File: src/include/core_config.svh
`ifndef CORE_CONFIG_SVH
`define CORE_CONFIG_SVH

// Sizes shared by the pipeline and its testbench

`define CORE_XLEN 64 // Integer register and datapath width

`define CORE_NREGS 32 // Architectural integer registers

`define CORE_RESET_PC 64'h0000_0000_8000_0000 // First fetch address

`endif

File: src/verilog/core_pkg.sv
package core_pkg;

	typedef logic [4:0] reg_addr_t;

	typedef enum logic [2:0] {
		alu_add,
		alu_sub,
		alu_xor,
		alu_or,
		alu_and,
		alu_pass_b // Immediate straight through, used by lui
	} alu_op_e;

	// Register-register format
	typedef struct packed {
		logic [6:0] funct7;
		reg_addr_t  rs2;
		reg_addr_t  rs1;
		logic [2:0] funct3;
		reg_addr_t  rd;
		logic [6:0] opcode;
	} instr_r_t;

	// Register-immediate format
	typedef struct packed {
		logic [11:0] imm12;
		reg_addr_t   rs1;
		logic [2:0]  funct3;
		reg_addr_t   rd;
		logic [6:0]  opcode;
	} instr_i_t;

	// Upper-immediate format
	typedef struct packed {
		logic [19:0] imm20;
		reg_addr_t   rd;
		logic [6:0]  opcode;
	} instr_u_t;

	// One instruction word, read through the view its opcode selects
	typedef union packed {
		instr_r_t r;
		instr_i_t i;
		instr_u_t u;
	} instr_u;

endpackage

File: src/verilog/alu.sv
`timescale 1ns/1ps

`include "core_config.svh"

module alu (
	input  core_pkg::alu_op_e     op,
	input  logic [`CORE_XLEN-1:0] a,
	input  logic [`CORE_XLEN-1:0] b,
	output logic [`CORE_XLEN-1:0] y
);

	always_comb begin
		case (op)
			core_pkg::alu_add: begin
				y = a + b;
			end
			core_pkg::alu_sub: begin
				y = a - b;
			end
			core_pkg::alu_xor: begin
				y = a ^ b;
			end
			core_pkg::alu_or: begin
				y = a | b;
			end
			core_pkg::alu_and: begin
				y = a & b;
			end
			core_pkg::alu_pass_b: begin
				y = b; // lui
			end
			default: begin
				y = '0;
			end
		endcase
	end

endmodule

File: config.mk
export PLATFORM = sky130hd
export DESIGN_NAME = alu
export DESIGN_NICKNAME = d
export VERILOG_FILES = /design/src/verilog/core_pkg.sv /design/src/verilog/alu.sv
export VERILOG_INCLUDE_DIRS = /design/src /design/src/include
export SDC_FILE = /design/constraint.sdc
export NUM_CORES = 1
export LEC_CHECK = 0
export BUFFER_PORTS_ARGS = -buffer_cell sky130_fd_sc_hd__buf_2
export CORE_ASPECT_RATIO = 2
export CORE_MARGIN = 5
export CORE_UTILIZATION = 37
export DETAILED_ROUTE_END_ITERATION = 12
export GPL_TIMING_DRIVEN = 0
export PLACE_DENSITY_LB_ADDON = 0.1
export SETUP_SLACK_MARGIN = 0.2
export SYNTH_ARGS = -nofsm -noshare
export SYNTH_HDL_FRONTEND = slang
export SYNTH_SLANG_ARGS = --single-unit
File: constraint.sdc
create_clock -name vclk -period 6.8
set_input_delay 0.34 -clock vclk [all_inputs]
set_output_delay 0.34 -clock vclk [all_outputs]
set_load 0.01 [all_outputs]
# Word-level counts from Yosys, hierarchy flattened
# Cells that the tools add are included.
# op_classes
addsub	2
bitwise_logic	3
n_mux	1
n_eq_ne	5
n_reduce_logical	1
# ops
operator	n
$pmux W64 S6	1
$add A64 B64 Y64	1
$and A64 B64 Y64	1
$or A64 B64 Y64	1
$sub A64 B64 Y64	1
$xor A64 B64 Y64	1
$eq A3 B2 Y1 const B	2
$eq A3 B3 Y1 const B	2
$eq A3 B1 Y1 const B	1
$logic_not A3 Y1	1
# word_totals
regBits	0
word_cells	12
input_bits	131
output_inout_bits	64

# Logic depth before layout (Yosys ltp)
# Gate-level depths: netlist (run 1).
# logic_depth
depth_word	2
depth_mapped	22
depth_no_buf	21

# Least setup slack after synthesis (run 1)
# OpenSTA, ideal clock, no wires.
# synth_timing
path_kind	input to output
start	input b[13]
end	output y[63]
n_path_buf	1
cell_stages	20
required_time_ps	6460
t_arrival_ps	4810
setup_slack_ps	1650
cell_sequence	or4_4 > or4_4 > nor3_1 > nand2_1 > nor2_1 > nand2_1 > nor4_1 > nor2_1 > xnor2_1 > ha_1 > clkbuf_1 > nand2_1 > nor2_1 > o21ai_0 > or3_1 > o21ai_0 > o21ba_1 > or4_4 > or4b_1 > nand3_1
# synth_via
elab_chain_cells	2
elab_cells_between_ends	3
cone_classes	add/sub (2); mux (1)
# synth_rtl
element	line_no	text
from (decl)	alu.sv:8	input logic [`CORE_XLEN-1:0] b,
$sub A64 B64 Y64 or $add A64 B64 Y64 (tied branches)	alu.sv:18, alu.sv:15	
$pmux W64 S6 *	alu.sv:13	case (op)
to (decl)	alu.sv:9	output logic [`CORE_XLEN-1:0] y
# Mark *: on every way between the ends. The rest lies on a longest branch, timed or not.

# Final worst setup path (run 1)
# layout_timing
start	input op[0]
end	output y[63]
# layout_via
elab_chain_cells	2
elab_cells_between_ends	7
cone_classes	eq/ne (5); mux (1); reduce/logical (1)
# layout_rtl
element	line_no	text
from (decl)	alu.sv:6	input core_pkg::alu_op_e op,
$eq A3 B3 Y1 (tied with other cells)	alu.sv:13	
$pmux W64 S6 *	alu.sv:13	
# Marks and branches as above.

==> results of run 1 <==
-- cell usage in the layout, fill, tap and decap left out, types with 8 or more instances in the layout --
cell / count
buf_2: 196
ha_1: 192
inv_1: 150
a21oi_1: 125
nor2_1: 116
xnor2_1: 91
nand2_1: 71
o21ai_0: 60
o211ai_1: 56
a22oi_1: 56
a21o_1: 44
clkbuf_1: 42
xor2_1: 25
nand4_1: 22
nor3_1: 20
nand3_1: 18
a31oi_1: 18
o31ai_1: 17
or3_1: 14
nor4_1: 13
o21bai_1: 13
nand2b_1: 11
o41ai_1: 10
a211oi_1: 9
and3_1: 8
-- where the power goes --
| part | total, mW | internal, mW | switching (mW) |
|---|---|---|---|
| Sequential | 0 | 0 | 0 |
| Clock | 0.0000000197 | 0.0000000197 | 0 |
| Combinational | 1.04 | 0.400 | 0.639 |
| Total | 1.04 | 0.400 | 0.639 |
-- layout make-up --
cell class | count | area share
diodes | 1 | 0.000237
plain buffers | 63 | 0.0303
well taps | 332 | 0.0394
multi-input cells | 1114 | 0.785
repair buffers | 194 | 0.0921
inverters | 150 | 0.0534
-- path summary, 6_finish.rpt --
path   from  cells past startpoint  slack (ps)    end
min    b[9]                      4        1070   y[9]
max   op[0]                     19         280  y[63]
-- worst max-delay path: stages --
cell and delay (ps):
buf_2 100, clkbuf_1 410, inv_1 260, nor2_2 510
clkbuf_1 660, nor2_1 140, xnor2_1 170, ha_1 270
buf_4 150, nand4_1 130, or3_1 440, a2111oi_2 570
or3b_4 290, a31oi_4 120, o21ba_1 300, or4_4 480
or4b_1 520, nand3_1 150, buf_2 160
-- kinds of logic (layout without fill, tap and decap cells) --
kind of cell | count (synthesis) | count (layout) | share of synthesized area
other | 0 | 1 | 0
AO/OA/AOI/OAI | 463 | 463 | 0.338
adder cells (fa/ha/maj) | 193 | 193 | 0.265
buffers and inverters | 213 | 407 | 0.0964
XOR/XNOR | 117 | 117 | 0.113
multiplexers | 5 | 5 | 0.00562
AND/OR/NAND/NOR | 336 | 336 | 0.182
-- through the flow --
stage	setup TNS, ps	cells	hold WS, ps	setup WS (ps)	utilization
after floorplan	0	1327	782	1650	-
after global placement	-120	1853	1060	-120	0.430
after detailed placement	-118	1853	1070	-118	0.430
after CTS	0	1853	1070	333	0.431
after global routing	0	1854	1090	204	0.432
final	0	1854	1070	282	0.432
-- layer usage --
layer / share of wire / wire (µm) / GRT usage / vias up
met5: 0 / 0 / 0 / -
met2: 0.56 / 22500 / 0.559 / 355
li1: - / - / - / 5209
met4: 0.070 / 2820 / 0.158 / 0
met3: 0.039 / 1580 / 0.0166 / 121
met1: 0.33 / 13500 / 0.254 / 5209
==> reports/metrics.yaml, run 1 <==
run_status:
  status: "finished clean"
grt:
  grt_pass1_wl_um: 59600
  grt_max_degree: 11
  grt_usage: 0.273
  antenna_found_initial: 1
  grt_overflow_total: 0
  grt_pass1_vias: 11000
finish:
  area_growth_pct: 15.5
  clockBufferCount: 0
  drive_gt1_frac: 0.156
  design_area_um2: 10500
  multi_input_area_um2: 8270
  nNetsFinal: 1847
  regArea_um2: 0
  fillCellCount: 2725
  design.seq.count: 0
timing:
  tightest_slew_ps: 1240
  period_minus_slack_ps: 6520
  fin_crit_sh: 0.959
  setup_viol: 0
  rsz0062_at_grt: "no"
  fmax_mhz: 153
  hold_violations: 0
  final_max_slew_viol_count: 0
  slew_headroom: 0.171
clock_tree:
  ctsHoldBuffers: 0
  cts_setup_buffers: 0
  cts_resized: 6
power_and_ir_drop:
  p_per_area_nw_per_um2: 98.5
  ir_drop_v: 0.0000368
  power_mw: 1.04
  p_leak_nw: 5.17
place:
  gp_congestion: 0.952
  portBuffers: 194
  postPlaceCellArea_um2: 10500
  post-dp-hpwl_um: 33600
logic_synthesis:
  netlist_area_um2: 9130
  synthTopCellsByArea: "ha_1 26%, xnor2_1 8.7%, a21oi_1 6.9%, inv_1 6.2%, nor2_1 4.9%"
  synth_top_area_frac: 0.263
  yosysMostFrequentCell: "ha_1"
  ys_seq_area_frac: 0
  yosys-top-cells-count: "192 x ha_1, 150 x inv_1, 125 x a21oi_1"
  syn_avg_cell_area_um2: 6.88
  ys_types: 72
  synth_warnings: 0
  synth_largest_area_cell: "ha_1"
  syn_nets: 1651
  syn-instance-count: 1327
route:
  drcViolationCount: 0
  drtIter0Drc: 513
  wl_per_cell_um: 21.8
  ant_nets: 0
  dr.pass1.iters: 5
  routed_wl_um: 40300
  vias: 10900
  vias_per_cell: 5.88
worst_setup_path:
  start_kind: "primary input"
  cp.arrival_ps: 6180
  end_kind: "output port"
  critPathRequiredTime_ps: 6460
  worstPathMaxFanout: 10
  path_class: "in2out"
floorplanning:
  die_area_um2: 28100
  start_util: 0.374
  rows: 81
  die_x_um: 121
  io_pins: 195
  fp.coreArea_um2: 24400
  fp.dieH_um: 232
flow_run:
  cap_violations: 0
worst_hold_path:
  hp-class: "in2out"
Power figures use the tool's default switching activity.
==> run 2: changes to the inputs <==
ABC_AREA = 1   (was not set)
==> run 2 against run 1 <==
- synthesized cell count grew 63%
- largest power group unchanged
- non-clock buffer count fell by 25
- die area up 24%
- hold slack worse by 5.2 ps
- flip-flop and latch count did not move
- routed wire length is 61% higher
- power grew 10%
- combinational power is 11% higher
==> reports/metrics.yaml, run 2 <==
logic_synthesis:
  yosys-top-cells-count: "703 x nand2_1, 426 x inv_1, 224 x nor2_1"
  synthTopCellsByArea: "nand2_1 23%, ha_1 21%, inv_1 14%, nor2_1 7.3%, nand3_1 4.7%"
  synth_top_area_frac: 0.230  # -0.0330
  synth_warnings: 0  # unchanged
  syn_nets: 2491  # +51%
  syn-instance-count: 2167  # +63%
  netlist_area_um2: 11500  # +26%
  ys_seq_area_frac: 0  # unchanged
  ys_types: 45  # -38%
  synth_largest_area_cell: "nand2_1"
  yosysMostFrequentCell: "nand2_1"
  syn_avg_cell_area_um2: 5.29  # -23%
floorplanning:
  io_pins: 195  # unchanged
  start_util: 0.373  # -0.000796
  rows: 91  # +12%
  fp.coreArea_um2: 30700  # +26%
  fp.dieH_um: 259  # +12%
  die_x_um: 134  # +11%
  die_area_um2: 34800  # +24%
power_and_ir_drop:
  p_leak_nw: 7.66  # +48%
  ir_drop_v: 0.0000392  # +6.6%
  p_per_area_nw_per_um2: 89.0  # -9.7%
place:
  post-dp-hpwl_um: 57800  # +72%
  portBuffers: 195  # +0.52%
  gp_congestion: 1.10  # +16%
timing:
  rsz0062_at_grt: "no"
  setup_viol: 0  # unchanged
  setup-tns-final_ps: 0  # unchanged
  hold_ws_ps: 1060  # -5.22 ps
  fmax_mhz: 184  # +20%
  slew_headroom: 0.194  # +0.0230
  hold_violations: 0  # unchanged
  period_minus_slack_ps: 5450  # -1070 ps
  final_max_slew_viol_count: 0  # unchanged
  fin_crit_sh: 0.801  # -0.158
  tightest_slew_ps: 1200  # -38.9 ps
finish:
  fillCellCount: 3600  # +32%
  layout_commonest_cell: "nand2_1"
  regArea_um2: 0  # unchanged
  area_growth_pct: 12.6
  drive_gt1_frac: 0.110  # -0.0460
  design.seq.count: 0  # unchanged
  nNetsFinal: 2688  # +46%
  clockBufferCount: 0  # unchanged
  layout_common_cells: "703 x nand2_1, 426 x inv_1, 224 x nor2_1"
route:
  routed_wl_um: 64800  # +61%
  ant_nets: 0  # unchanged
  drtIter0Drc: 1042  # +100%
  wl_per_cell_um: 23.7  # +8.8%
  vias: 14800  # +36%
  vias_per_cell: 5.42  # -7.8%
  drcViolationCount: 0  # unchanged
  dr.pass1.iters: 6  # +1
clock_tree:
  ctsHoldBuffers: 0  # unchanged
  cts_resized: 0  # -6
  cts_setup_buffers: 0  # unchanged
worst_setup_path:
  start_kind: "primary input"
  end_kind: "output port"
  critPathRequiredTime_ps: 6460  # about the same
  cp.arrival_ps: 5110  # -1070 ps
  worstPathMaxFanout: 5  # -5
  path_class: "in2out"
grt:
  grt_pass1_wl_um: 91200  # +53%
  grt_usage: 0.358  # +0.0858
  grt_pass1_vias: 14600  # +33%
  grt_max_degree: 11  # unchanged
  antenna_found_initial: 4  # +3
  grt_overflow_total: 0  # unchanged
flow_run:
  cap_violations: 0  # unchanged
worst_hold_path:
  hp-class: "in2out"
run_status:
  status: "finished clean"
-- run 2: cell types whose count changed in the layout (fill, tap and decap cells not counted), sizes merged, moves of 39 or more --
cell    delta
a22oi     -56
nand2    +640
a21o      -44
inv      +280
nor2     +122
o21ai     +39
xnor2     -92
o211ai    -39
nand3     +95
a221oi    +47
-- run 2: path summary, 6_finish.rpt --
kind | from | to | slack [ps] | depth (start not counted)
worst max-delay path | b[1] | y[51] | 1350 | 19
worst min-delay path | b[63] | y[63] | 1060 | 4
-- run 2: worst max-delay path: stages --
cell and delay (ps):
buf_2 100, inv_1 140, ha_1 320, nand3_4 130, nor2_4 180, nand2_4 100, nand2_1 100, xor2_1 150
inv_1 60, ha_1 340, nand2_1 260, nor2_1 990, nand4_1 610, nand3_1 450, nand3b_1 210, nand3_1 130
nand3_1 220, nand2_1 130, buf_2 130
-- run 2: stage by stage --
stage	worst slack [ps]	power (mW)	instance area, µm²	std cells	util
finish	1350	1.15	12900	2735	0.420
global route	1220	1.25	12900	2735	0.420
CTS	1420	1.13	12900	2734	0.420
detailed placement	1440	1.13	12900	2734	0.420
global placement	1440	1.12	12900	2734	0.420
floorplan	3450	0.651	11500	2167	-
-- run 2: final cells by class --
type,count,area (µm²),area share
tap,372,465,0.0361
inverter,433,1630,0.126
buffer,37,173,0.0134
antenna,1,2.50,0.000194
timing repair buffer,195,976,0.0756
multi-input combinational,1697,9660,0.749
-- run 2: power by group --
group | switching [mW] | internal (mW)
Clock | 0 | 0.0000000197
Combinational | 0.807 | 0.341
Sequential | 0 | 0
Total | 0.807 | 0.341
-- run 2: logic make-up (layout without fill, tap and decap cells) --
logic type,Yosys count,after routing,share of synthesized area
fa+ha+maj,193,193,0.211
compound gates,302,302,0.164
xor+xnor,61,61,0.0466
simple gates,1141,1141,0.421
buf+inv,470,665,0.157
other cells,0,1,0
-- run 2: layer usage --
| layer | global-route usage | part of all wire | up-vias |
|---|---|---|---|
| li1 | - | - | 7271 |
| met1 | 0.323 | 0.32 | 6668 |
| met2 | 0.653 | 0.49 | 628 |
| met3 | 0.0316 | 0.043 | 241 |
| met4 | 0.396 | 0.14 | 6 |
| met5 | 0 | 0.00065 | - |
==> run 3: changes to the inputs <==
ABC_AREA = 0   (was 1)
clock period = 5.6 ns   (was 6.8 ns; I/O delays follow)
==> run 3 against run 2 <==
- setup slack worse by 1200 ps
- hold slack worse by 110 ps
- largest power group unchanged
- critical path depth unchanged
- largest cell class unchanged
- critical endpoint is now y[63]
==> reports/metrics.yaml, run 3 (synthesis gave the netlist of run 1 again) <==
finish:
  design.seq.count: 0  # unchanged
  layout_commonest_cell: "buf_2"
  area_growth_pct: 24.2
  layout_common_cells: "192 x buf_2, 187 x ha_1, 150 x inv_1"
  drive_gt1_frac: 0.226  # +0.116
  fillCellCount: 2696  # -25%
  nNetsFinal: 1886  # -30%
  final_core_util: 0.464  # +0.0443
  clockBufferCount: 0  # unchanged
  regArea_um2: 0  # unchanged
place:
  gp_congestion: 0.952  # -14%
  portBuffers: 194  # -0.51%
  post-dp-hpwl_um: 33600  # -42%
power_and_ir_drop:
  p_seq_frac: 0  # unchanged
  switching_share: 0.605  # -0.0985
  combPwrFrac: 1.000  # about the same
  p_per_area_nw_per_um2: 118  # +33%
  clock_power_share: 0  # unchanged
  p_int_mw: 0.531  # +56%
  ir_drop_v: 0.0000455  # +16%
  power_switching_mw: 0.811  # +0.54%
  p_leak_nw: 5.56  # -27%
run_status:
  status: "finished clean"
worst_setup_path:
  start_kind: "primary input"
  end_kind: "output port"
  cp.arrival_ps: 5190  # +80 ps
  path_class: "in2out"
  critPathRequiredTime_ps: 5320  # -1140 ps
  worstPathMaxFanout: 7  # +2
floorplanning:
  die_area_um2: 28100  # -19%
  rows: 81  # -11%
  fp.dieH_um: 232  # -10%
  start_util: 0.374  # +0.000796
  die_x_um: 121  # -10%
  fp.coreArea_um2: 24400  # -21%
  io_pins: 195  # unchanged
timing:
  setup-tns-final_ps: 0  # unchanged
  hold_violations: 0  # unchanged
  fmax_mhz: 183
  final_max_slew_viol_count: 0  # unchanged
  rsz0062_at_grt: "yes"
  setup_viol: 0  # unchanged
  period_minus_slack_ps: 5470
  fin_crit_sh: 0.978
  tightest_slew_ps: 1290  # +83.8 ps
  slew_headroom: 0.141  # -0.0529
route:
  ant_nets: 0  # unchanged
  vias: 11100  # -25%
  vias_per_cell: 5.86  # +8.2%
  drcViolationCount: 0  # unchanged
  routed_wl_um: 41100  # -37%
  dr.pass1.iters: 5  # -1
  drtIter0Drc: 571  # -45%
  wl_per_cell_um: 21.7  # -8.4%
grt:
  grt_pass1_wl_um: 60300  # -34%
  grt_pass1_vias: 11200  # -23%
  antenna_found_initial: 1  # -3
  grt_max_degree: 11  # unchanged
  grt_usage: 0.276  # -0.0826
  grt_overflow_total: 0  # unchanged
worst_hold_path:
  hp-class: "in2out"
flow_run:
  cap_violations: 0  # unchanged
[run 3: area by class of cell]
class,count,area (µm²),share of cell area
diodes,1,2.50,0.000221
plain buffers,63,350,0.0309
inverters,150,563,0.0497
multi-input cells,1114,8690,0.766
well taps,332,415,0.0366
repair buffers,233,1320,0.116
[run 3: power by group through the flow]
| stage | Combinational [mW] | Sequential, mW | Clock, mW |
|---|---|---|---|
| floorplan | 0.818 | 0 | 0 |
| global placement | 1.24 | 0 | 0 |
| detailed placement | 1.25 | 0 | 0 |
| CTS | 1.31 | 0 | 0 |
| global route | 1.46 | 0 | 0.0000000239 |
| finish | 1.34 | 0 | 0.0000000239 |
[run 3: timing repair]
| item | 4_1_cts | 5_1_grt |
|---|---|---|
| gates resized for setup | 88 | 56 |
| hold buffers | 0 | 0 |
| setup buffers | 23 | 16 |
| pin swaps | 29 | 38 |
| gates cloned | 0 | 0 |
| setup endpoints to repair | 48 | 33 |
[run 3: metrics by stage]
stage	cell area (µm²)	hold slack, ps	std cells	worst slack, ps	power, mW
after floorplan	9130	662	1327	570	0.818
after global placement	10500	942	1853	-1200	1.24
after detailed placement	10500	949	1853	-1200	1.25
after CTS	11000	951	1876	20.2	1.31
after global routing	11300	969	1893	38.5	1.46
final	11300	950	1893	126	1.34
[run 3: layer usage]
layer	GRT usage	routed length, µm
met5	0	0
met3	0.0219	1770
met1	0.253	13400
met4	0.165	3110
met2	0.565	22700
[run 3: critical path, stage by stage]
cell and delay (ps):
buf_8 90, or4_4 530, or4_4 490, nor2_4 180, nand2_2 100, o21ai_1 200
xnor2_1 80, ha_1 270, clkbuf_4 170, nand4_2 150, or3_4 430, a2111oi_4 310
or3b_4 240, a31oi_4 120, o21ba_4 270, or4_4 530, or4b_4 540, nand3_4 90
buf_6 100
[run 3: path summary, 6_finish.rpt]
path / start / endpoint / slack [ps] / depth (start not counted)
hold / removal: b[9] / y[9] / 950 / 4
setup / recovery: b[13] / y[63] / 130 / 19
