### src/include/core_config.svh
`ifndef CORE_CONFIG_SVH
`define CORE_CONFIG_SVH

// Sizes shared by the pipeline and its testbench

`define CORE_XLEN 64 // Integer register and datapath width

`define CORE_NREGS 32 // Architectural integer registers

`define CORE_RESET_PC 64'h0000_0000_8000_0000 // First fetch address

`endif

### src/verilog/core_pkg.sv
package core_pkg;

	typedef logic [4:0] reg_addr_t;

	typedef enum logic [2:0] {
		alu_add,
		alu_sub,
		alu_xor,
		alu_or,
		alu_and,
		alu_pass_b // Immediate straight through, used by lui
	} alu_op_e;

	// Register-register format
	typedef struct packed {
		logic [6:0] funct7;
		reg_addr_t  rs2;
		reg_addr_t  rs1;
		logic [2:0] funct3;
		reg_addr_t  rd;
		logic [6:0] opcode;
	} instr_r_t;

	// Register-immediate format
	typedef struct packed {
		logic [11:0] imm12;
		reg_addr_t   rs1;
		logic [2:0]  funct3;
		reg_addr_t   rd;
		logic [6:0]  opcode;
	} instr_i_t;

	// Upper-immediate format
	typedef struct packed {
		logic [19:0] imm20;
		reg_addr_t   rd;
		logic [6:0]  opcode;
	} instr_u_t;

	// One instruction word, read through the view its opcode selects
	typedef union packed {
		instr_r_t r;
		instr_i_t i;
		instr_u_t u;
	} instr_u;

endpackage

### src/verilog/decoder.sv
`timescale 1ns/1ps

`include "core_config.svh"

module decoder (
	input  core_pkg::instr_u      instr,
	output core_pkg::reg_addr_t   rs1,
	output core_pkg::reg_addr_t   rs2,
	output core_pkg::reg_addr_t   rd,
	output core_pkg::alu_op_e     alu_op,
	output logic                  use_imm,
	output logic [`CORE_XLEN-1:0] imm,
	output logic                  reg_write
);

	localparam logic [6:0] opc_lui    = 7'b0110111;
	localparam logic [6:0] opc_op_imm = 7'b0010011;
	localparam logic [6:0] opc_op     = 7'b0110011;

	logic supported;

	always_comb begin
		rs1       = '0;
		rs2       = '0;
		rd        = instr.u.rd; // Same place in every view
		alu_op    = core_pkg::alu_add;
		use_imm   = 1'b0;
		imm       = '0;
		supported = 1'b0;
		case (instr.u.opcode)
			opc_lui: begin
				alu_op    = core_pkg::alu_pass_b;
				use_imm   = 1'b1;
				imm       = {{(`CORE_XLEN-32){instr.u.imm20[19]}}, instr.u.imm20, 12'b0};
				supported = 1'b1;
			end
			opc_op_imm: begin
				rs1       = instr.i.rs1;
				use_imm   = 1'b1;
				imm       = {{(`CORE_XLEN-12){instr.i.imm12[11]}}, instr.i.imm12};
				supported = 1'b1;
				case (instr.i.funct3)
					3'b000: alu_op = core_pkg::alu_add;
					3'b100: alu_op = core_pkg::alu_xor;
					3'b110: alu_op = core_pkg::alu_or;
					3'b111: alu_op = core_pkg::alu_and;
					default: supported = 1'b0; // Shifts and compares not implemented
				endcase
			end
			opc_op: begin
				rs1       = instr.r.rs1;
				rs2       = instr.r.rs2;
				supported = 1'b1;
				case ({instr.r.funct7, instr.r.funct3})
					{7'b0000000, 3'b000}: alu_op = core_pkg::alu_add;
					{7'b0100000, 3'b000}: alu_op = core_pkg::alu_sub;
					{7'b0000000, 3'b100}: alu_op = core_pkg::alu_xor;
					{7'b0000000, 3'b110}: alu_op = core_pkg::alu_or;
					{7'b0000000, 3'b111}: alu_op = core_pkg::alu_and;
					default: supported = 1'b0;
				endcase
			end
			default: begin
				supported = 1'b0; // Retires without a write
			end
		endcase
	end

	assign reg_write = supported && (rd != '0);

endmodule

### config.mk
export PLATFORM = sky130hd
export DESIGN_NAME = decoder
export DESIGN_NICKNAME = d
export VERILOG_FILES = /design/src/verilog/core_pkg.sv /design/src/verilog/decoder.sv
export VERILOG_INCLUDE_DIRS = /design/src /design/src/include
export SDC_FILE = /design/constraint.sdc
export NUM_CORES = 1
export LEC_CHECK = 0
export ABC_AREA = 1
export BUFFER_PORTS_ARGS = -buffer_cell sky130_fd_sc_hd__buf_2
export CORE_AREA = 4 4 55 57
export DETAILED_ROUTE_END_ITERATION = 7
export DIE_AREA = 0 0 59 61
export PLACE_DENSITY = 0.89
export SYNTH_ARGS = -nofsm -noshare
export SYNTH_HDL_FRONTEND = slang
export SYNTH_SLANG_ARGS = --single-unit
### constraint.sdc
create_clock -name vclk -period 10.6
set_clock_uncertainty 0.2 [all_clocks]
set_input_delay 2.12 -clock vclk [all_inputs]
set_output_delay 2.12 -clock vclk [all_outputs]
set_load 0.1 [all_outputs]
Word level (Yosys, flattened, before mapping) --
Cells that the tools add are included.
Storage, ports and cells: memories 0, latch bits 0, output and inout bits 84, ROM bits 0, logic and storage cells 28, bits in registers 0, bits in writable memories 0
Operators by class: $mul 0, add/sub/neg operators 0, mux-type cells 10, reduce and logical (&&, ||, !) cells 8, shift operators 0, bitwise operators 0, divide/modulo/power cells 0, equal/unequal tests 10, $lt $le $gt $ge 0
Operator list (number):
- $pmux 64 s2 | 1
- $eq 10x3->1 const B | 3
- $pmux 3 s3 | 2
- $eq 7x6->1 const B | 2
- $pmux 3 s4 | 1
- $eq 10x9->1 const B | 1
- $logic_not 10->1 | 1
- $mux 5 | 2
- $eq 3x3->1 const B | 3
- $eq 7x5->1 const B | 1
- $reduce_bool 5->1 | 1
- $reduce_or 5->1 | 1
- $reduce_or 2->1 | 2
- $reduce_or 4->1 | 1
- $logic_not 3->1 | 1
- $mux 1 | 3
- $pmux 1 s3 | 1
- $logic_and 1x1->1 | 1

Depth between registers and ports, before layout --
Gate-level depths: netlist of the first run.
word-level depth 5, mapped depth 9

Least setup slack after synthesis of the first run --
OpenSTA, ideal clock, no wires.
path type input to output, start in instr[6] (netlist bit), end out imm[32], path slack 2.419 ns, cell stages on the path 7, path buffers 2, arrival 5.861 ns, cell sequence inv_1 -> nand2_1 -> nor2_1 -> nand3_1 -> buf_2 -> a21oi_1 -> buf_4
On the way: word-level cells in the longest chain between the ends 2, elaborated cells on any way between the ends 3
Ends and longest elaborated chain:
- start, declared | line decoder.sv:6 | input core_pkg::instr_u instr,
- $eq 7x5->1 or $eq 7x6->1 (tied branches) | line decoder.sv:30 | case (instr.u.opcode)
- $pmux 64 s2 * | line decoder.sv:30
- end, declared | line decoder.sv:12 | output logic [`CORE_XLEN-1:0] imm,
Mark *: on every way between the ends. The rest lies on a longest branch, timed or not.

Final worst setup path of the first run --
start in instr[6] (netlist bit), end out imm[50]
Same word-level chain as after synthesis.

==> results of run 1 <==
-- metrics by stage --
step	power [mW]	util, %	instances	cell area, sq um	hold slack, ps
2_1_floorplan	0.03125	-	168	917.1	4237
3_3_place_gp	0.03881	50.00	274	1239	4423
3_5_place_dp	0.03918	50.00	274	1239	4425
4_1_cts	0.03925	50.00	274	1239	4425
5_1_grt	0.04170	50.00	274	1239	4432
6_report	0.03905	50.00	274	1239	4425
-- worst max path at each step --
stage | end | slack (ps) | cells after the start | startpoint
finish | imm[50] | 4060 | 8 | instr[6]
global route | imm[52] | 3810 | 8 | instr[6]
CTS | imm[41] | 4070 | 8 | instr[6]
detailed placement | imm[41] | 4080 | 8 | instr[6]
global placement | imm[42] | 4110 | 8 | instr[6]
floorplan | imm[32] | 2420 | 7 | instr[6]
-- routing by layer --
layer  global-route usage (%)  vias to the layer above
met1                    15.41                      505
met2                    28.55                       49
met5                        0                        -
li1                         -                      619
met4                   0.9709                        0
met3                   0.6383                        2
-- logic make-up (layout without fill, tap and decap cells) --
family | count (synthesis) | in the layout | share of synthesized area (%)
and+or+nand+nor | 73 | 73 | 37.24
buffers and inverters | 72 | 148 | 46.11
AOI/OAI and AO/OA | 23 | 23 | 16.64
-- critical path: cells and delay by family --
kind	cells	cell delay, ps
AND/OR/NAND/NOR	3	850
AO/OA/AOI/OAI	1	360
buffers and inverters	4	880
-- power breakdown --
part | total, mW | switching (mW) | leakage [nW] | internal, mW
registers | 0 | 0 | 0 | 0
logic | 0.0390 | 0.0307 | 1.02 | 0.00830
clock network | 0 | 0 | 0 | 0
-- layout make-up --
type | count | area [sq um]
well taps | 30 | 37.54
multi-input cells | 96 | 494.2
fillers | 291 | 1239
inverters | 31 | 118.9
repair buffers | 117 | 588.1
-- cells in the final DEF, fill, tap and decap left out, types with 7 or more instances in the layout --
cell type  synthesis  layout
nand3_1            7       7
o21ai_2           10      10
buf_2              3     116
nor2_1            36      36
o21ai_0           10      10
nand2_1           19      19
inv_1             28      28
==> key figures, run 1 <==
STA
  • Setup ws final: 4063 ps
  • Max Fclk: 153.0 MHz
  • RSZ-0062 raised after global routing: false
  • Fin crit share: 61.67%
  • Fin crit period: 6537 ps
  • Final hold violations: 0
  • Setup TNS: 0 ps
  • Setup Viol. Count Final: 0
  • Worst-Margin Slew: ~1000 ps
  • Fin. max-slew vios: 0
  • Max_slew headroom: 30.99%

Finish
  • Seq cells: 0
  • Ratio of cells with drive above 1 in the final layout: between 50% and 60%
  • CLK BUF: 0
  • Sequential Area: 0 sq um
  • # nets final: 278
  • Area grow syn2layout: 35.06%
  • # diodes: 0

Clock tree
  • CTS-repair resized insts: 0
  • CTS Hold Bufs: 0
  • Post-CTS setup buffer count: 0

Synth
  • Post-synth top cells: buf_4, nor2_1, inv_1, nand2_1
  • Syn Area/Cell: around 5.5 sq um
  • Syn nets: 200
  • Synth Cell Area: 917.1 sq um
  • Synth area leader: buf_4
  • Post-synthesis sequential area ratio: 0%
  • Ys Warns: 0
  • Mapped Cells: 168
  • Number of distinct library cells after synthesis: 20
  • Top cells by area, synth: buf_4, nor2_1, inv_1
  • Synth top area share: between 30% and 40%
  • Most numerous cell in the Yosys netlist: buf_4

Placement
  • DP HPWL: 2427 um
  • Place WS: 4076 ps
  • # port buffers: about 120
  • GPL Wtd Cong: 0.8511

Routing
  • Iteration count of the initial detailed-routing pass: 4
  • Post-DRT Antenna Nets: 0
  • Drt wl/cell: 10.25 um
  • DR top layer: met4
  • Residual DRC count: 0
  • Mean number of vias per cell: 4.288
  • Vias: 1175
  • Metal2 WL: 1500 um
  • Met3 wire length: 267 um
  • DRT iter0 DRCs: 40
  • Metal1 wirelength: 1019 um
  • DRT Wirelength: 2808 um

Hold path
  • Hold path cells: 2
  • Hold Startpoint: instr[8]
  • Hold path endpoint: rd[1]
  • Hold Path Class: in -> out

Floorplan
  • Die area: 3599 sq um
  • Core footprint: 2477 sq um
  • Width of the die: 59 um
  • Initial Util: between 30% and 40%
  • Die Y: 61 um
  • Top Ports: 116
  • # rows: 18

Global routing
  • Initial antenna violation count: 0
  • Number of global-route vias before repair: 946
  • Global route overflow: 0
  • GRT Util Overall: 13.59%
  • First-pass GRT wire length: 3995 um
  • Largest net degree at the start of global routing: 34

Setup path
  • Path type of the worst setup path: in -> out
  • CP max FO: 33
  • CP arrival: 4220 ps
  • Cells along the critical path: buf_2 > inv_1 > nand2_1 > nor2_1 > nand3_1 > a21oi_1 > buf_4 > buf_2
  • Data required, critical path: 8280 ps
  • Critical path's slowest cell: nand3_1
  • CP Launch Type: primary input
  • Cell mode on critical path: buf_2
  • Setup crit end kind: output port
  • Worst stage delay on the critical path: about 700 ps

Power and ir drop
  • Worst VDD drop: 21.48 uV
  • PD cells: approximately 32 nW/um^2
  • P_leak: 1.016 nW

Outcome
  • Outcome: complete, no violations

Flow run
  • Max-Cap Viols: 0
Note: power is estimated with default switching activity, not from simulation.
==> inputs of run 2 (changes only) <==
Settings changed: CORE_AREA 4 4 55 57 to 4 4 57 59, DIE_AREA 0 0 59 61 to 0 0 61 63, PLACE_DENSITY 0.89 to 0.83.
Clock period 10.6 ns to 6.5 ns, I/O delays scaled along.
==> run 2 against run 1 <==
Net effect:
- worst setup slack got worse by 2200 ps
- utilization fell by 4.1 points
- critical path depth down 1
- sequential cell count unchanged
==> key figures, run 2 (synthesis results as in run 1) <==
Outcome
  • Outcome: complete, no violations

Placement
  • # port buffers: 116 (unchanged)
  • GPL Wtd Cong: 0.7830 (-8.0%)
  • Placed inst area: 1244 sq um (+0.40%)
  • DP HPWL: 2451 um (+0.98%)

Floorplan
  • Die Y: 63 um (+3.3%)
  • Initial Util: 33.84% (-3.2 points)
  • Width of the die: 61 um (+3.4%)
  • Top Ports: 116 (unchanged)
  • Core footprint: 2710 sq um (+9.4%)
  • # rows: 19 (+1)
  • Die area: 3843 sq um (+6.8%)

Clock tree
  • CTS-repair resized insts: 0 (unchanged)
  • CTS Hold Bufs: 0 (unchanged)
  • Post-CTS setup buffer count: 0 (unchanged)

Setup path
  • Cell mode on critical path: buf_2
  • CP Launch Type: primary input
  • Critical path's top delay family: buffers and inverters
  • Critical path's slowest cell: a21oi_2
  • Bufs and invs on worst path: 3 (-1)
  • Levels on crit path: 7 (-1)
  • Worst stage delay on the critical path: 680 ps (-20 ps)
  • Setup crit end kind: output port
  • CP max FO: 33 (unchanged)
  • Data required, critical path: 5000 ps (-3280 ps)
  • CP arrival: 3100 ps (-1120 ps)
  • Cells along the critical path: buf_2 > inv_1 > nand2_2 > nor2_4 > nand2_4 > a21oi_2 > buf_2
  • CP Capture Point: imm[57]
  • Path type of the worst setup path: in -> out
  • Setup crit start: instr[3]

Routing
  • Vias: 1192 (+1.4%)
  • DRT Wirelength: 2781 um (-0.96%)
  • Post-DRT Antenna Nets: 0 (unchanged)
  • DRT iter0 DRCs: 21 (-48%)
  • Drt wl/cell: 10.11 um (-1.3%)
  • Iteration count of the initial detailed-routing pass: 4 (unchanged)
  • Mean number of vias per cell: 4.335 (+1.1%)
  • Residual DRC count: 0 (unchanged)

Finish
  • # nets final: 278 (unchanged)
  • Most common cell after layout, fill and taps aside: buf_2
  • Fill count: 292 (+0.34%)
  • CLK BUF: 0 (unchanged)
  • Sequential Area: 0 sq um (unchanged)
  • Fin area: 1244 sq um (+0.40%)
  • Commonest non-fill, non-tap cells in the layout: buf_2, nor2_1, inv_1, nand2_1
  • Area grow syn2layout: 35.61%
  • Seq cells: 0 (unchanged)
  • # diodes: 0 (unchanged)
  • Ratio of cells with drive above 1 in the final layout: 56.97% (+0.41 points)

STA
  • Max Fclk: 217.5 MHz
  • Max_slew headroom: 44.88% (+14 points)
  • RSZ-0062 raised after global routing: false
  • Fin crit share: about 71%
  • Worst-Margin Slew: 826.8 ps (-205.5 ps)
  • Setup Viol. Count Final: 0 (unchanged)
  • Final hold violations: 0 (unchanged)
  • Fin. max-slew vios: 0 (unchanged)
  • Fin crit period: 4598 ps
  • Setup TNS: 0 ps (unchanged)

Global routing
  • Global route overflow: 0 (unchanged)
  • Initial antenna violation count: 0 (unchanged)
  • First-pass GRT wire length: 4312 um (+7.9%)
  • Largest net degree at the start of global routing: 34 (unchanged)
  • GRT Util Overall: 13.37% (-0.22 points)
  • Number of global-route vias before repair: 1007 (+6.4%)

Power and ir drop
  • PD cells: 51.16 nW/um^2 (+62%)
  • Worst VDD drop: 46.87 uV (+120%)
  • P_leak: 1.014 nW (-0.13%)

Hold path
  • Hold Path Class: in -> out

Flow run
  • Max-Cap Viols: 0 (unchanged)
## run 2: cell type report
cell class	count	area, sq um	area share (%)
inverters	31	118.9	9.557
multi-input cells	96	498.0	40.04
well taps	31	38.79	3.119
repair buffers	117	588.1	47.28
## run 2: worst min-delay path by stage
stage | from | to | slack (ps) | cells past startpoint
detailed placement | instr[8] | rd[1] | 2780 | 2
CTS | instr[10] | rd[3] | 2790 | 2
global placement | instr[11] | rd[4] | 2780 | 2
floorplan | instr[31] | imm[11] | 2610 | 2
finish | instr[7] | rd[0] | 2780 | 2
global route | instr[9] | rd[2] | 2790 | 2
## run 2: stage by stage
step	hold WS [ps]	instances	util (%)	setup WS, ps	power, mW
final	2784	275	45.89	1902	0.06362
after global routing	2788	275	45.89	1594	0.06795
after CTS	2785	275	45.89	1836	0.06406
after detailed placement	2785	275	45.89	1834	0.06395
after global placement	2783	275	45.89	1909	0.06348
after floorplan	2608	168	-	1081	0.05089
## run 2: routing by layer
metal  wire [um]  track usage (%)
met2        1424            27.67
met1        1004            15.02
met3         353           0.2066
met4           0           0.2710
met5           0                0
## run 2: power breakdown
part	internal [mW]	total (mW)	switching [mW]
logic	0.0135	0.0636	0.0501
registers	0	0	0
clock network	0	0	0
total	0.0135	0.0636	0.0501
==> inputs of run 3 (changes only) <==
Clock period 6.5 ns to 4.4 ns, I/O delays scaled along.
==> run 3 against run 2 <==
Net effect:
- sequential cell count unchanged
- total power up 61%
- combinational power up 62%
- critical path depth up 2
- hold slack worse by 840 ps
- largest power group unchanged
==> key figures, run 3 (synthesis results as in run 1) <==
Floorplan
  • Die area: 3843 sq um (unchanged)
  • Initial Util: 33.84% (unchanged)
  • Top Ports: 116 (unchanged)
  • Core footprint: 2710 sq um (unchanged)
  • Die Y: 63 um (unchanged)
  • Width of the die: 61 um (unchanged)
  • # rows: 19 (unchanged)

STA
  • Max_slew headroom: 66.74% (+22 points)
  • Max Fclk: 297.7 MHz
  • Setup TNS: 0 ps (unchanged)
  • Fin. max-slew vios: 0 (unchanged)
  • Fin crit share: 76.34%
  • Hold_ws: 1943 ps (-840.8 ps)
  • Setup ws final: 1041 ps (-860.8 ps)
  • Setup Viol. Count Final: 0 (unchanged)
  • RSZ-0062 raised after global routing: false
  • Fin crit period: 3359 ps
  • Worst-Margin Slew: 502.3 ps (-324.5 ps)
  • Final hold violations: 0 (unchanged)

Global routing
  • GRT Util Overall: 16.55% (+3.2 points)
  • Number of global-route vias before repair: 1114 (+11%)
  • Global route overflow: 0 (unchanged)
  • First-pass GRT wire length: 5181 um (+20%)
  • Initial antenna violation count: 0 (unchanged)
  • Largest net degree at the start of global routing: 34 (unchanged)

Power and ir drop
  • Worst VDD drop: 69.80 uV (+49%)
  • PD cells: 58.00 nW/um^2 (+13%)
  • NetSw: 0.07639 mW (+52%)
  • Register share of total power: 0% (unchanged)
  • Sw Share: 74.44% (-4.3 points)
  • Int Power: 0.02623 mW (+94%)
  • P_leak: 1.108 nW (+9.2%)
  • Logic pwr share: 100.0% (about the same)
  • Clk pwr share: 0% (unchanged)

Outcome
  • Outcome: complete, no violations

Finish
  • Area of the multi-input gates: 508.0 sq um (+2.0%)
  • Final Util: 65.28% (+19 points)
  • Fill count: 244 (-16%)
  • # diodes: 0 (unchanged)
  • Area grow syn2layout: 92.91%
  • Commonest non-fill, non-tap cells in the layout: buf_2, nor2_1, buf_12, inv_1, nand2_1
  • Most common cell after layout, fill and taps aside: buf_2
  • # nets final: 279 (+0.36%)
  • Sequential Area: 0 sq um (unchanged)
  • Seq cells: 0 (unchanged)
  • Ratio of cells with drive above 1 in the final layout: 57.55% (+0.58 points)
  • CLK BUF: 0 (unchanged)

Setup path
  • Worst stage delay on the critical path: 360 ps (-320 ps)
  • Cell mode on critical path: buf_12
  • CP max FO: 33 (unchanged)
  • Cells along the critical path: buf_2 > inv_1 > nand2_1 > nor2_1 > nand3_1 > buf_4 > a21oi_4 > buf_12 > buf_12
  • CP Launch Type: primary input
  • Critical path's slowest cell: buf_12
  • CP arrival: 2280 ps (-820 ps)
  • Path type of the worst setup path: in -> out
  • Data required, critical path: 3320 ps (-1680 ps)
  • Setup crit end kind: output port

Routing
  • Drt wl/cell: 12.46 um (+23%)
  • Post-DRT Antenna Nets: 0 (unchanged)
  • Residual DRC count: 0 (unchanged)
  • Iteration count of the initial detailed-routing pass: 4 (unchanged)
  • Vias: 1221 (+2.4%)
  • DRT Wirelength: 3440 um (+24%)
  • Mean number of vias per cell: 4.424 (+2.1%)
  • DRT iter0 DRCs: 34 (+62%)

Placement
  • GPL Wtd Cong: 0.8719 (+11%)
  • # port buffers: 116 (unchanged)
  • DP HPWL: 3089 um (+26%)
  • Place WS: 1030 ps (-804.4 ps)

Clock tree
  • CTS Hold Bufs: 0 (unchanged)
  • Post-CTS setup buffer count: 0 (unchanged)
  • CTS-repair resized insts: 0 (unchanged)

Flow run
  • Max-Cap Viols: 0 (unchanged)

Hold path
  • Hold Path Class: in -> out
run 3: cell type report:
class                      instances  share of cell area [%]
multi-input combinational         96                   28.71
inverter                          31                   6.719
timing repair buffer             118                   62.38
tap                               31                   2.192
run 3: path summary, 6_finish.rpt:
check  slack, ps     start      end  cells after the start
min         1940  instr[7]    rd[0]                      2
max         1040  instr[6]  imm[39]                      9
run 3: per-layer routing:
metal | part of all wire, % | track usage [%]
met1 | 33 | 16.24
met5 | 0 | 0
met3 | 12 | 3.512
met2 | 55 | 34.89
met4 | 0 | 0
run 3: power by group through the flow:
stage               clock network, mW  logic, mW  registers [mW]
CTS                                 0      0.103               0
global placement                    0      0.102               0
finish                              0      0.103               0
detailed placement                  0      0.103               0
floorplan                           0     0.0753               0
global route                        0      0.108               0
run 3: through the flow:
step | power, mW | cells | instance area [sq um]
global placement | 0.1015 | 276 | 1769
CTS | 0.1031 | 276 | 1769
floorplan | 0.07534 | 168 | 930.9
finish | 0.1026 | 276 | 1769
global route | 0.1083 | 276 | 1769
detailed placement | 0.1030 | 276 | 1769
run 3: critical path, delay by kind of cell:
kind                   cells  cell delay (ps)
and+or+nand+nor            3              230
AOI/OAI and AO/OA          1              170
buffers and inverters      5              970
