### src/include/core_config.svh
`ifndef CORE_CONFIG_SVH
`define CORE_CONFIG_SVH

// Sizes shared by the pipeline and its testbench

`define CORE_XLEN 64 // Integer register and datapath width

`define CORE_NREGS 32 // Architectural integer registers

`define CORE_RESET_PC 64'h0000_0000_8000_0000 // First fetch address

`endif

### src/verilog/pc_counter.sv
`timescale 1ns/1ps

`include "core_config.svh"

module pc_counter (
	input  logic                  clk,
	input  logic                  reset,
	input  logic                  accept,
	output logic [`CORE_XLEN-1:0] pc
);

	logic [`CORE_XLEN-1:0] pc_plus4;

	assign pc_plus4 = pc + `CORE_XLEN'(4);

	always_ff @(posedge clk) begin
		if (reset) begin
			pc <= `CORE_RESET_PC;
		end else if (accept) begin
			pc <= pc_plus4; // Next sequential word
		end
	end

endmodule

### config.mk
export PLATFORM = sky130hd
export DESIGN_NAME = pc_counter
export DESIGN_NICKNAME = d
export VERILOG_FILES = /design/src/verilog/pc_counter.sv
export VERILOG_INCLUDE_DIRS = /design/src /design/src/include
export SDC_FILE = /design/constraint.sdc
export NUM_CORES = 1
export LEC_CHECK = 0
export BUFFER_PORTS_ARGS = -buffer_cell sky130_fd_sc_hd__buf_4
export CORE_MARGIN = 5
export CORE_UTILIZATION = 35
export CTS_CLUSTER_DIAMETER = 80
export DETAILED_ROUTE_END_ITERATION = 7
export SLEW_MARGIN = 25
export SYNTH_ARGS = -nofsm -noshare
export SYNTH_HDL_FRONTEND = slang
export SYNTH_SLANG_ARGS = --single-unit
### constraint.sdc
create_clock -name clk -period 2.83 [get_ports clk]
set_clock_uncertainty 0.05 [all_clocks]
set_input_delay 0.566 -clock clk [delete_from_list [all_inputs] [get_ports clk]]
set_output_delay 0.566 -clock clk [all_outputs]
set_load 0.005 [all_outputs]
* Yosys cells after proc, flatten, opt, wreduce, memory -nomap -nowiden
Cells that the tools add are included.
** Storage, ports and cells
- Input port bits :: 3
- Logic and storage cells :: 2
- Flip-flop bits (word level) :: 64
** Cells by class
- Add/sub/neg operators :: 1
** Operators with widths (number)
- adder 64 x 3 -> 64 bit (second input constant) :: 1

* Logic depth before layout (Yosys ltp)
Gate-level depths: netlist of run 1.
- Depth after elaboration :: 1
- Gate-level depth with buffers :: 7
- Depth with buffers taken out :: 6

* Least setup slack after synthesis of run 1
No wires, ideal clock.
- Path type :: input to register
- Start :: in accept
- End :: reg pc[43]
- Path buffers :: 2
- Data required time :: 2.710 ns
- Setup slack :: 0.689 ns
- Arrival time :: 2.021 ns
- Stages on the path :: 7
- Cells stage by stage :: buf_2 -> and4_1 -> and3_1 -> nand4_1 -> clkbuf_1 -> or3_1 -> a21oi_1
** RTL lines
- from (decl) :: line pc_counter.sv:8 : input logic accept,
- to (signal assigned) :: line pc_counter.sv:18 : pc <= `CORE_RESET_PC;
- to (signal assigned) :: line pc_counter.sv:20 : pc <= pc_plus4;
- to (decl) :: line pc_counter.sv:9 : output logic [`CORE_XLEN-1:0] pc

* Final worst setup path of run 1
- Start :: reg pc[10]
- End :: reg pc[31]
** Between the ends
- Longest elaborated chain between the ends :: 1
** RTL lines
- adder 64 x 3 -> 64 bit :: line pc_counter.sv:14 : assign pc_plus4 = pc + `CORE_XLEN'(4);
No other way between the ends.
A chain may end at the register's enable or synchronous reset.

==> results.md, run 1 <==
* Status: completed
* Clk_lat worst skew at approximately 0.33 ns
* Post-Syn Instances at approximately 360
* Delay-heaviest family, CP: simple AND/OR/NAND/NOR gates
* XOR/XNOR Fraction of Synth Area at between 7 and 8%
* Total core area at just over 0.008 sq mm
* Routed vias at between 2000 and 3000
* Mapped Area at approximately 0.0030 sq mm
* Antenna cells at 0
* CTS tree: built
* Hold Fails Final Rpt at 0
* Synth warnings at 0
* Remaining DRCs at 0
* Layout cell share with drive strength beyond 1 at a little over a fifth
* Max transition margin at a little under three fifths
* ANT nets after route at 0
* Pin count of the biggest net entering global routing at 63
* Metal-1 WL at ~3600 um
* CTS clk-pin slew, worst paths at 0.07 ns
* Crit path max fanout at 12
* Yosys cell types at 33
* Hold slack at 0.444 ns
* Fin crit period at 2.35 ns
* Compound-Gate Fraction of Synth Area at 12.9%
* Period utilisation layout at approximately 83%
* Clk buf depth at 2
* Largest family of logic cells by synthesized area: simple AND/OR/NAND/NOR gates
* Resized cells post-CTS at 0
* P&R area growth vs syn at 27.0%
* Detailed placement HPWL at 5540 um
* Synth Area in Adders at less than 1%
* P_leak at between 1 and 1.5 nW
* Max cap viols at 0
* Slew Limit Fails at 0
* Peak supply drop at 0.326 mV
* Per-cell routed wire length at around 14 um
* Post-Synth Simple-Gate Area at roughly a third
* GRT Total Usage at roughly 15%
* H-tree levels at 3
* Post-CTS setup buffer count at 0
* Inserted Clock Buffers at 9
* Vias in the first global route at 2647
* Routability-driven placement congestion ratio at between 0.7 and 0.8
* CTS Sinks at 62
* Die H at ~100 um
* Peak Freq at about 0.43 GHz
* Worst slack at placement at about 0.52 ns
* Initial DRT Pass Iterations at 4
* CP arrival at 2.57 ns
* IO Count at between 60 and 70
* Worst Max-Slew Pin Slew at between 0.6 and 0.7 ns
* FF+latch count, synth at between 60 and 70
* Final Setup Violations at 0
* Sequential fraction of the synthesis area at between 40% and 50%
* Post-layout util at 45.7%
* Wire length on met2 at around 3600 um
* Most flop-heavy register: pc
* Grt total ovfl at 0
* Register area at ~0.0012 sq mm
* Initial antenna violation count at 0
* Power, Total at between 0.0015 and 0.002 W
* RSZ-0062 raised after global routing: no
* Area of the multi-input gates at 0.00162 sq mm
* Critical path, cell by cell: nand4_2 > or4_4 > or3_1 > or4_1 > nand3b_1
* Fill count at about 840
* Total Nets Final at about 430
* Setup TNS at 0 ns
* Buf+Inv Stages, Crit Path at 0
* Routed met3 length at approximately 450 um
* Avg Inst Size Synth at roughly 8.2 sq um
* Crit path largest cell delay at approximately 0.64 ns
* # rows at 33
* CTS Hold Bufs at 0
* PwrDens at ~470 mW/mm^2
* Top flop regs: pc: 62 flops
* Total wire length at slightly below 8000 um
* Vias per cell at between 5 and 6
* CP Data Required Time at roughly 3.1 ns
* I/O Buffers at 64
* Initial cell density of the core at 36.0%
* Critical path type: register to register
* Root Buffer: clkbuf_8
* HP Class: register to register
* Setup ws final at ~0.48 ns
* Die Wd at 102 um
* Crit. End Element: register
* Largest register FFs at 62
* Initial DRC Count at between 70 and 80
* Mux cell area share after synthesis at less than 1%
* First-pass GRT wire length at 12500 um
* Top Layer Used: met4
* CP Launch Type: register
* Slowest-stage cell, CP: or4_4
* Die ar. at 0.0104 sq mm
==> cell type report <==
class                           count  share of cell area [%]
Multi-Input combinational cell    275                    43.0
Sequential cell                    62                    32.9
Timing Repair Buffer               69                    13.7
Clock buffer                       14                    4.85
Tap cell                          105                    3.48
Clock inverter                      2                   0.996
Inverter                           10                   0.996
==> cells in the mapped netlist, drive strengths merged <==
cell	n	area share, %
nor3	12	2.0
nor4b	1	0.30
conb	1	0.13
and4	4	1.2
or2	2	0.42
buf	3	0.67
nand4bb	1	0.38
or3	20	4.2
nand2	26	3.3
dfxtp	62	42
xor2	11	3.2
inv	10	1.3
a21oi	34	5.7
mux2i	1	0.34
xnor2	15	4.4
ha	1	0.42
and3	3	0.63
o31ai	12	3.0
nand3	20	3.4
o21ai	21	3.5
nand3b	3	0.76
nor4	12	2.7
nand4	19	4.7
or4	12	3.2
o41ai	2	0.59
nor2	37	4.7
nand4b	4	1.2
clkbuf	14	1.8
==> report_power, final <==
part	internal [W]	leakage (nW)	switching, W
sequential	0.000875	0.500	0.00000459
clock	0.000504	0.109	0.000339
combinational	0.0000100	0.651	0.0000210
==> worst min-delay path: stages (launching register included) <==
cell,delay [ns]
dfxtp_1,0.33
o31ai_1,0.07
a21oi_1,0.05
==> logic make-up (layout without fill, tap and decap cells) <==
kind of cell             count (synthesis)  after routing
flip-flops                              62             62
AND/OR/NAND/NOR                        176            176
adder cells (fa/ha/maj)                  1              1
multiplexers                             1              1
XOR/XNOR                                26             26
buffers and inverters                   27             95
other                                    1              2
AO/OA/AOI/OAI                           69             69
==> per-stage QoR <==
step                      std cells  cell area, sq um
after floorplan                 364              2970
after global placement          521              3550
after detailed placement        521              3550
after CTS                       537              3770
after global routing            537              3770
final                           537              3770
==> placed cells by master, fill, tap and decap left out, types with 11 or more instances in the layout <==
master,count
a21oi_1,34
xor2_1,11
nor4_1,11
clkbuf_8,13
nor2_1,37
nand2_1,26
nand4_1,17
xnor2_1,15
or3_1,20
o21ai_0,21
o31ai_1,12
or4_1,11
buf_4,69
nor3_1,12
dfxtp_1,62
nand3_1,20
==> per-layer routing <==
| metal | track usage [%] | vias up |
|---|---|---|
| met3 | 4.78 | 6 |
| met5 | 0 | - |
| li1 | - | 1453 |
| met1 | 19.0 | 1350 |
| met4 | 3.13 | 0 |
| met2 | 24.3 | 67 |
==> path summary, 6_finish.rpt <==
check / from / endpoint / slack, ns / depth (start not counted)
worst max-delay path: pc[10] / pc[31] / 0.48 / 5
worst min register to register: pc[44] / pc[44] / 0.44 / 2
worst max register to register: pc[10] / pc[31] / 0.48 / 5
worst min-delay path: pc[44] / pc[44] / 0.44 / 2
Note: power is estimated with default switching activity, not from simulation.
==> run 2, diff against run 1 <==
==> constraint.sdc (replaced) <==
create_clock -name clk -period 2 [get_ports clk]
set_clock_uncertainty 0.05 [all_clocks]
set_input_delay 0.4 -clock clk [delete_from_list [all_inputs] [get_ports clk]]
set_output_delay 0.4 -clock clk [all_outputs]
set_load 0.005 [all_outputs]
==> results.md, run 2 (synthesized netlist as in run 1, its figures left out) <==
* Total wire length at 9120 um (was 7690 um)
* Routability-driven placement congestion ratio at 0.818 (was 0.752)
* PwrDens at 547 mW/mm^2 (was 465 mW/mm^2)
* P&R area growth vs syn at 55.3% (was 27.0%)
* HP Class: input pin to register (was register to register)
* Max transition margin at 51.1% (was 56.6%)
* Power, Total at 0.00252 W (was 0.00175 W)
* Critical path, cell by cell: nand4_1 > buf_4 > nor4_4 > nand4_1 > buf_6 > or4_4 > a21oi_2 (was nand4_2 > or4_4 > or3_1 > or4_1 > nand3b_1)
* Fin crit period at 2.04 ns (was 2.35 ns)
* Clk buf depth at 2 (unchanged)
* Die ar. at 0.0104 sq mm (unchanged)
* Top flop regs: pc: 62 flops (unchanged)
* P_int at 0.00199 W (was 0.00139 W)
* Grt total ovfl at 0 (unchanged)
* Peak supply drop at 0.288 mV (was 0.326 mV)
* Slowest-stage cell, CP: or4_4 (unchanged)
* Total Nets Final at 508 (was 431)
* Peak Freq at 0.489 GHz (was 0.426 GHz)
* Area of the multi-input gates at 0.00183 sq mm (was 0.00162 sq mm)
* CTS tree: built (unchanged)
* Total core area at 0.00826 sq mm (unchanged)
* Most frequent cells in the layout: buf_4 (138), dfxtp_1 (49), nor2_1 (37), a21oi_1 (29), nand2_1 (26) (was buf_4 (69), dfxtp_1 (62), nor2_1 (37), a21oi_1 (34), nand2_1 (26))
* GRT Total Usage at 16.8% (was 14.8%)
* Setup ws final at -0.0441 ns (was 0.484 ns)
* Clk_lat worst skew at 0.34 ns (was 0.33 ns)
* Worst R2R Setup Slack at -0.04 ns (was 0.48 ns)
* H-tree levels at 3 (unchanged)
* Critical path type: register to register (unchanged)
* Slew Limit Fails at 0 (unchanged)
* Die H at 102 um (unchanged)
* Net Sw Frac at 21.0% (was 20.8%)
* Pin count of the biggest net entering global routing at 63 (unchanged)
* CP most frequent cell: nand4_1
* Vias in the first global route at 2995 (was 2647)
* Remaining DRCs at 0 (unchanged)
* ANT nets after route at 0 (unchanged)
* Vias per cell at 5.29 (was 5.36)
* CP arrival at 2.27 ns (was 2.57 ns)
* Hold Fails Final Rpt at 0 (unchanged)
* P_sw at 0.000529 W (was 0.000365 W)
* CP Data Required Time at 2.23 ns (was 3.05 ns)
* Initial cell density of the core at 36.0% (unchanged)
* Final Cell Area at 0.00461 sq mm (was 0.00377 sq mm)
* Crit path largest cell delay at 0.41 ns (was 0.64 ns)
* CP Launch Type: register (unchanged)
* Placed cells at 585 (was 521)
* WHS Path Cells at 4 (was 2)
* Post-layout util at 55.8% (was 45.7%)
* Layout Cells excl Fill at 614 (was 537)
* Detailed placement HPWL at 6220 um (was 5540 um)
* Period utilisation layout at 102% (was 82.9%)
* Layout cell share with drive strength beyond 1 at 41.5% (was 20.8%)
* Commonest non-fill, non-tap cell in the layout: buf_4 (unchanged)
* Max cap viols at 0 (unchanged)
* # rows at 33 (unchanged)
* P_leak at 1.73 nW (was 1.26 nW)
* Root Buffer: clkbuf_8 (unchanged)
* CTS clk-pin slew, worst paths at 0.07 ns (about the same)
* Worst Max-Slew Pin Slew at 0.734 ns (was 0.650 ns)
* Die Wd at 102 um (unchanged)
* IO Count at 67 (unchanged)
* Most flop-heavy register: pc (unchanged)
* RSZ-0062 raised after global routing: yes (was no)
* Per-cell routed wire length at 14.9 um (was 14.3 um)
* Register area at 0.00126 sq mm (was 0.00124 sq mm)
* Crit. End Element: register (unchanged)
* Fill count at 786 (was 844)
* Failing checks: setup timing
* I/O Buffers at 64 (unchanged)
* First-pass GRT wire length at 14000 um (was 12500 um)
* Status: finished with violations (was completed)
* Final Setup Violations at 8 (was 0)
* Reg power frac at 49.3% (was 50.2%)
* CTS Hold Bufs at 0 (unchanged)
* Reg2Reg Depth at 7 (was 5)
* Largest register FFs at 62 (unchanged)
* Initial DRC Count at 87 (was 71)
* Hold slack at 0.427 ns (was 0.444 ns)
* Antenna cells at 0 (unchanged)
* Combinational share of power at 2.3% (was 1.8%)
* Initial antenna violation count at 0 (unchanged)
* Routed vias at 3249 (was 2876)
* CTS Sinks at 62 (unchanged)
* Clk network pwr share at 48.4% (was 48.1%)
* Crit path max fanout at 7 (was 12)
* Inserted Clock Buffers at 9 (unchanged)
* Initial DRT Pass Iterations at 4 (unchanged)
* DP Area at 0.00406 sq mm (was 0.00355 sq mm)
-- run 2: cell count changes in the layout (fill, tap and decap cells not counted), moves of 5 or more --
cell     before  now
buf_4        69  138
dfxtp_1      62   49
dfxtp_2       0   10
buf_6         0    7
nor4_1       11    4
a21oi_1      34   29
a21oi_2       0    5
nor4_2        1    6
-- run 2: stage by stage --
step	setup slack (ns)	TNS, ns
floorplan	-0.0150	-0.0150
global placement	0.0172	0
detailed placement	-0.0251	-0.0785
CTS	-0.00339	-0.00339
global route	-0.137	-2.02
finish	-0.0441	-0.174
-- run 2: final timing paths --
check,start,endpoint
max,pc[23],pc[44]
max reg2reg,pc[23],pc[44]
min,accept,pc[2]
min reg2reg,pc[63],pc[63]
-- run 2: repair_timing --
item                                    in CTS  in global routing
gates cloned                                 0                  1
resized for setup                            5                 52
pin swaps                                    5                 34
buffers inserted                             2                 10
endpoints found under the setup margin       6                 32
-- run 2: cell type report --
cell class / instances / area share, %
multi-input combinational: 275 / 39.6
sequential: 62 / 27.4
timing repair buffer: 146 / 24.6
clock buffer: 12 / 3.15
tap: 105 / 2.85
clock inverter: 4 / 1.52
inverter: 10 / 0.814
-- run 2: power by group through the flow --
stage	logic, W	registers [W]	clock network (W)
floorplan	0.0000323	0.00127	0
global placement	0.0000543	0.00127	0
detailed placement	0.0000553	0.00127	0
CTS	0.0000558	0.00124	0.00124
global route	0.0000625	0.00124	0.00129
finish	0.0000574	0.00124	0.00122
-- run 2: metal layers --
metal	wire, um	track usage, %	up-vias
met1	4110	21.2	1559
met3	392	4.64	9
met4	90	4.94	0
met2	4520	28.2	69
li1	-	-	1612
met5	0	0	-
-- run 2: worst max-delay path, delay by kind of cell (launching register included) --
kind                   cells  cell delay, ns
buffers and inverters      2            0.41
AND/OR/NAND/NOR            4            1.07
flip-flops                 1            0.33
AO/OA/AOI/OAI              1            0.12
==> run 3, diff against run 2 <==
--- a/config.mk
+++ b/config.mk
@@ -7,10 +7,12 @@
 export NUM_CORES = 1
 export LEC_CHECK = 0
 export BUFFER_PORTS_ARGS = -buffer_cell sky130_fd_sc_hd__buf_4
+export CAP_MARGIN = 5
 export CORE_MARGIN = 5
 export CORE_UTILIZATION = 35
 export CTS_CLUSTER_DIAMETER = 80
 export DETAILED_ROUTE_END_ITERATION = 7
+export SETUP_SLACK_MARGIN = 0.3
 export SLEW_MARGIN = 25
 export SYNTH_ARGS = -nofsm -noshare
 export SYNTH_HDL_FRONTEND = slang
==> results.md, run 3 (synthesized netlist as in run 1, its figures left out) <==
* Detailed placement HPWL at 6230 um (was 6220 um)
* Routability-driven placement congestion ratio at 0.829 (was 0.818)
* Peak Freq at 0.488 GHz (was 0.489 GHz)
* CP arrival at 2.27 ns (about the same)
* Final Cell Area at 0.00498 sq mm (was 0.00461 sq mm)
* Peak supply drop at 0.457 mV (was 0.288 mV)
* ANT nets after route at 0 (unchanged)
* Crit path max fanout at 6 (was 7)
* IO Count at 67 (unchanged)
* Fill count at 753 (was 786)
* P_leak at 2.04 nW (was 1.73 nW)
* First-pass GRT wire length at 14800 um (was 14000 um)
* Worst Max-Slew Pin Slew at 0.691 ns (was 0.734 ns)
* RSZ-0062 raised after global routing: yes (unchanged)
* Most flop-heavy register: pc (unchanged)
* Max cap viols at 0 (unchanged)
* Inserted Clock Buffers at 9 (unchanged)
* Fin crit period at 2.05 ns (was 2.04 ns)
* Vias in the first global route at 3168 (was 2995)
* Clk_lat worst skew at 0.34 ns (about the same)
* Antenna cells at 0 (unchanged)
* Initial antenna violation count at 0 (unchanged)
* CP Data Required Time at 2.22 ns (was 2.23 ns)
* Delay-heaviest family, CP: simple AND/OR/NAND/NOR gates (unchanged)
* CTS Hold Bufs at 0 (unchanged)
* GRT Total Usage at 17.5% (was 16.8%)
* Initial DRT Pass Iterations at 5 (was 4)
* I/O Buffers at 64 (unchanged)
* CTS tree: built (unchanged)
* P&R area growth vs syn at 67.7% (was 55.3%)
* Crit. End Element: register (unchanged)
* Top flop regs: pc: 62 flops (unchanged)
* Routed vias at 3274 (was 3249)
* Setup ws final at -0.0496 ns (was -0.0441 ns)
* Initial DRC Count at 83 (was 87)
* HP Class: input pin to register (unchanged)
* PwrDens at 517 mW/mm^2 (was 547 mW/mm^2)
* Vias per cell at 5.26 (was 5.29)
* Total Nets Final at 516 (was 508)
* DP Area at 0.00413 sq mm (was 0.00406 sq mm)
* Failing checks: setup timing (unchanged)
* H-tree levels at 3 (unchanged)
* Most frequent cells in the layout: buf_4 (136), nor2_1 (34), a21oi_1 (33), dfxtp_1 (28), nand2_1 (26) (was buf_4 (138), dfxtp_1 (49), nor2_1 (37), a21oi_1 (29), nand2_1 (26))
* Slew Limit Fails at 0 (unchanged)
* Layout cell share with drive strength beyond 1 at 49.7% (was 41.5%)
* # rows at 33 (unchanged)
* Largest register FFs at 62 (unchanged)
* Pin count of the biggest net entering global routing at 63 (unchanged)
* CP Launch Type: register (unchanged)
* Total core area at 0.00826 sq mm (unchanged)
* Slowest-stage cell, CP: or4_4 (unchanged)
* Total wire length at 9370 um (was 9120 um)
* Crit path largest cell delay at 0.41 ns (about the same)
* CTS clk-pin slew, worst paths at 0.07 ns (about the same)
* Remaining DRCs at 0 (unchanged)
* Root Buffer: clkbuf_8 (unchanged)
* Buf+Inv Stages, Crit Path at 3 (was 2)
* Reg2Reg Depth at 8 (was 7)
* Hold slack at 0.447 ns (was 0.427 ns)
* WP depth at 8 (was 7)
* Initial cell density of the core at 36.0% (unchanged)
* Period utilisation layout at 102% (about the same)
* Area of the multi-input gates at 0.00202 sq mm (was 0.00183 sq mm)
* Hold Fails Final Rpt at 0 (unchanged)
* Per-cell routed wire length at 15.1 um (was 14.9 um)
* Die Wd at 102 um (unchanged)
* Clk buf depth at 2 (unchanged)
* Die ar. at 0.0104 sq mm (unchanged)
* Grt total ovfl at 0 (unchanged)
* Post-layout util at 60.3% (was 55.8%)
* Status: finished with violations (unchanged)
* Die H at 102 um (unchanged)
* Final Setup Violations at 4 (was 8)
* Register area at 0.00131 sq mm (was 0.00126 sq mm)
* Critical path, cell by cell: nand4_1 > buf_4 > buf_4 > nor4_2 > nand4_1 > buf_6 > or4_4 > a21oi_2 (was nand4_1 > buf_4 > nor4_4 > nand4_1 > buf_6 > or4_4 > a21oi_2)
* Commonest non-fill, non-tap cell in the layout: buf_4 (unchanged)
* Critical path type: register to register (unchanged)
* WHS Path Cells at 4 (unchanged)
* Max transition margin at 53.9% (was 51.1%)
* CTS Sinks at 62 (unchanged)
==> run 3: cell count changes in the layout (fill, tap and decap cells not counted), sizes merged <==
cell / change
clkinv: -2
clkbuf: +4
buf: +7
bufinv: -1
==> run 3: path summary, 6_finish.rpt <==
check / from / to / slack (ns)
setup / recovery: pc[23] / pc[54] / -0.05
setup reg to reg: pc[23] / pc[54] / -0.05
hold reg to reg: pc[62] / pc[62] / 0.45
hold / removal: accept / pc[3] / 0.45
==> run 3: through the flow <==
stage	setup TNS, ns	setup WS, ns	cells	total power (W)
finish	-0.120	-0.0496	622	0.00258
global route	-1.90	-0.137	622	0.00267
CTS	0	0.0595	608	0.00260
detailed placement	-0.0371	-0.0371	576	0.00132
global placement	0	0.00667	576	0.00132
floorplan	0	0.0458	364	0.00130
==> run 3: area by class of cell <==
| cell class | instances | share of cell area [%] |
|---|---|---|
| multi-input combinational | 275 | 40.5 |
| clock buffer | 15 | 4.20 |
| timing repair buffer | 154 | 25.0 |
| sequential | 62 | 26.2 |
| clock inverter | 1 | 0.603 |
| tap | 105 | 2.64 |
| inverter | 10 | 0.804 |
==> run 3: per-layer routing <==
| metal | part of all wire [%] | GRT usage (%) | wire length, um |
|---|---|---|---|
| met5 | 0 | 0 | 0 |
| met4 | 1.5 | 5.25 | 142 |
| met3 | 5.2 | 4.71 | 490 |
| met2 | 50 | 29.8 | 4720 |
| met1 | 43 | 21.8 | 4020 |
==> run 3: where the power goes <==
| part | total (W) | internal (W) | switching [W] |
|---|---|---|---|
| registers | 0.00124 | 0.00123 | 0.00000680 |
| logic | 0.0000625 | 0.0000254 | 0.0000372 |
| clock network | 0.00128 | 0.000797 | 0.000480 |
==> run 3: timing repair <==
action                                 CTS  global route
gates cloned                             2             1
endpoints found under the hold margin    0             0
buffers inserted                        14            13
pin swaps                               19            42
resized for setup                       33            56
setup endpoints to repair               47            53
==> run 3: worst reg2reg max path: cells and delay by family, from the launching register on <==
kind | cells | cell delay (ns)
AO/OA/AOI/OAI | 1 | 0.12
flip-flops | 1 | 0.35
AND/OR/NAND/NOR | 4 | 0.94
buffers and inverters | 3 | 0.53
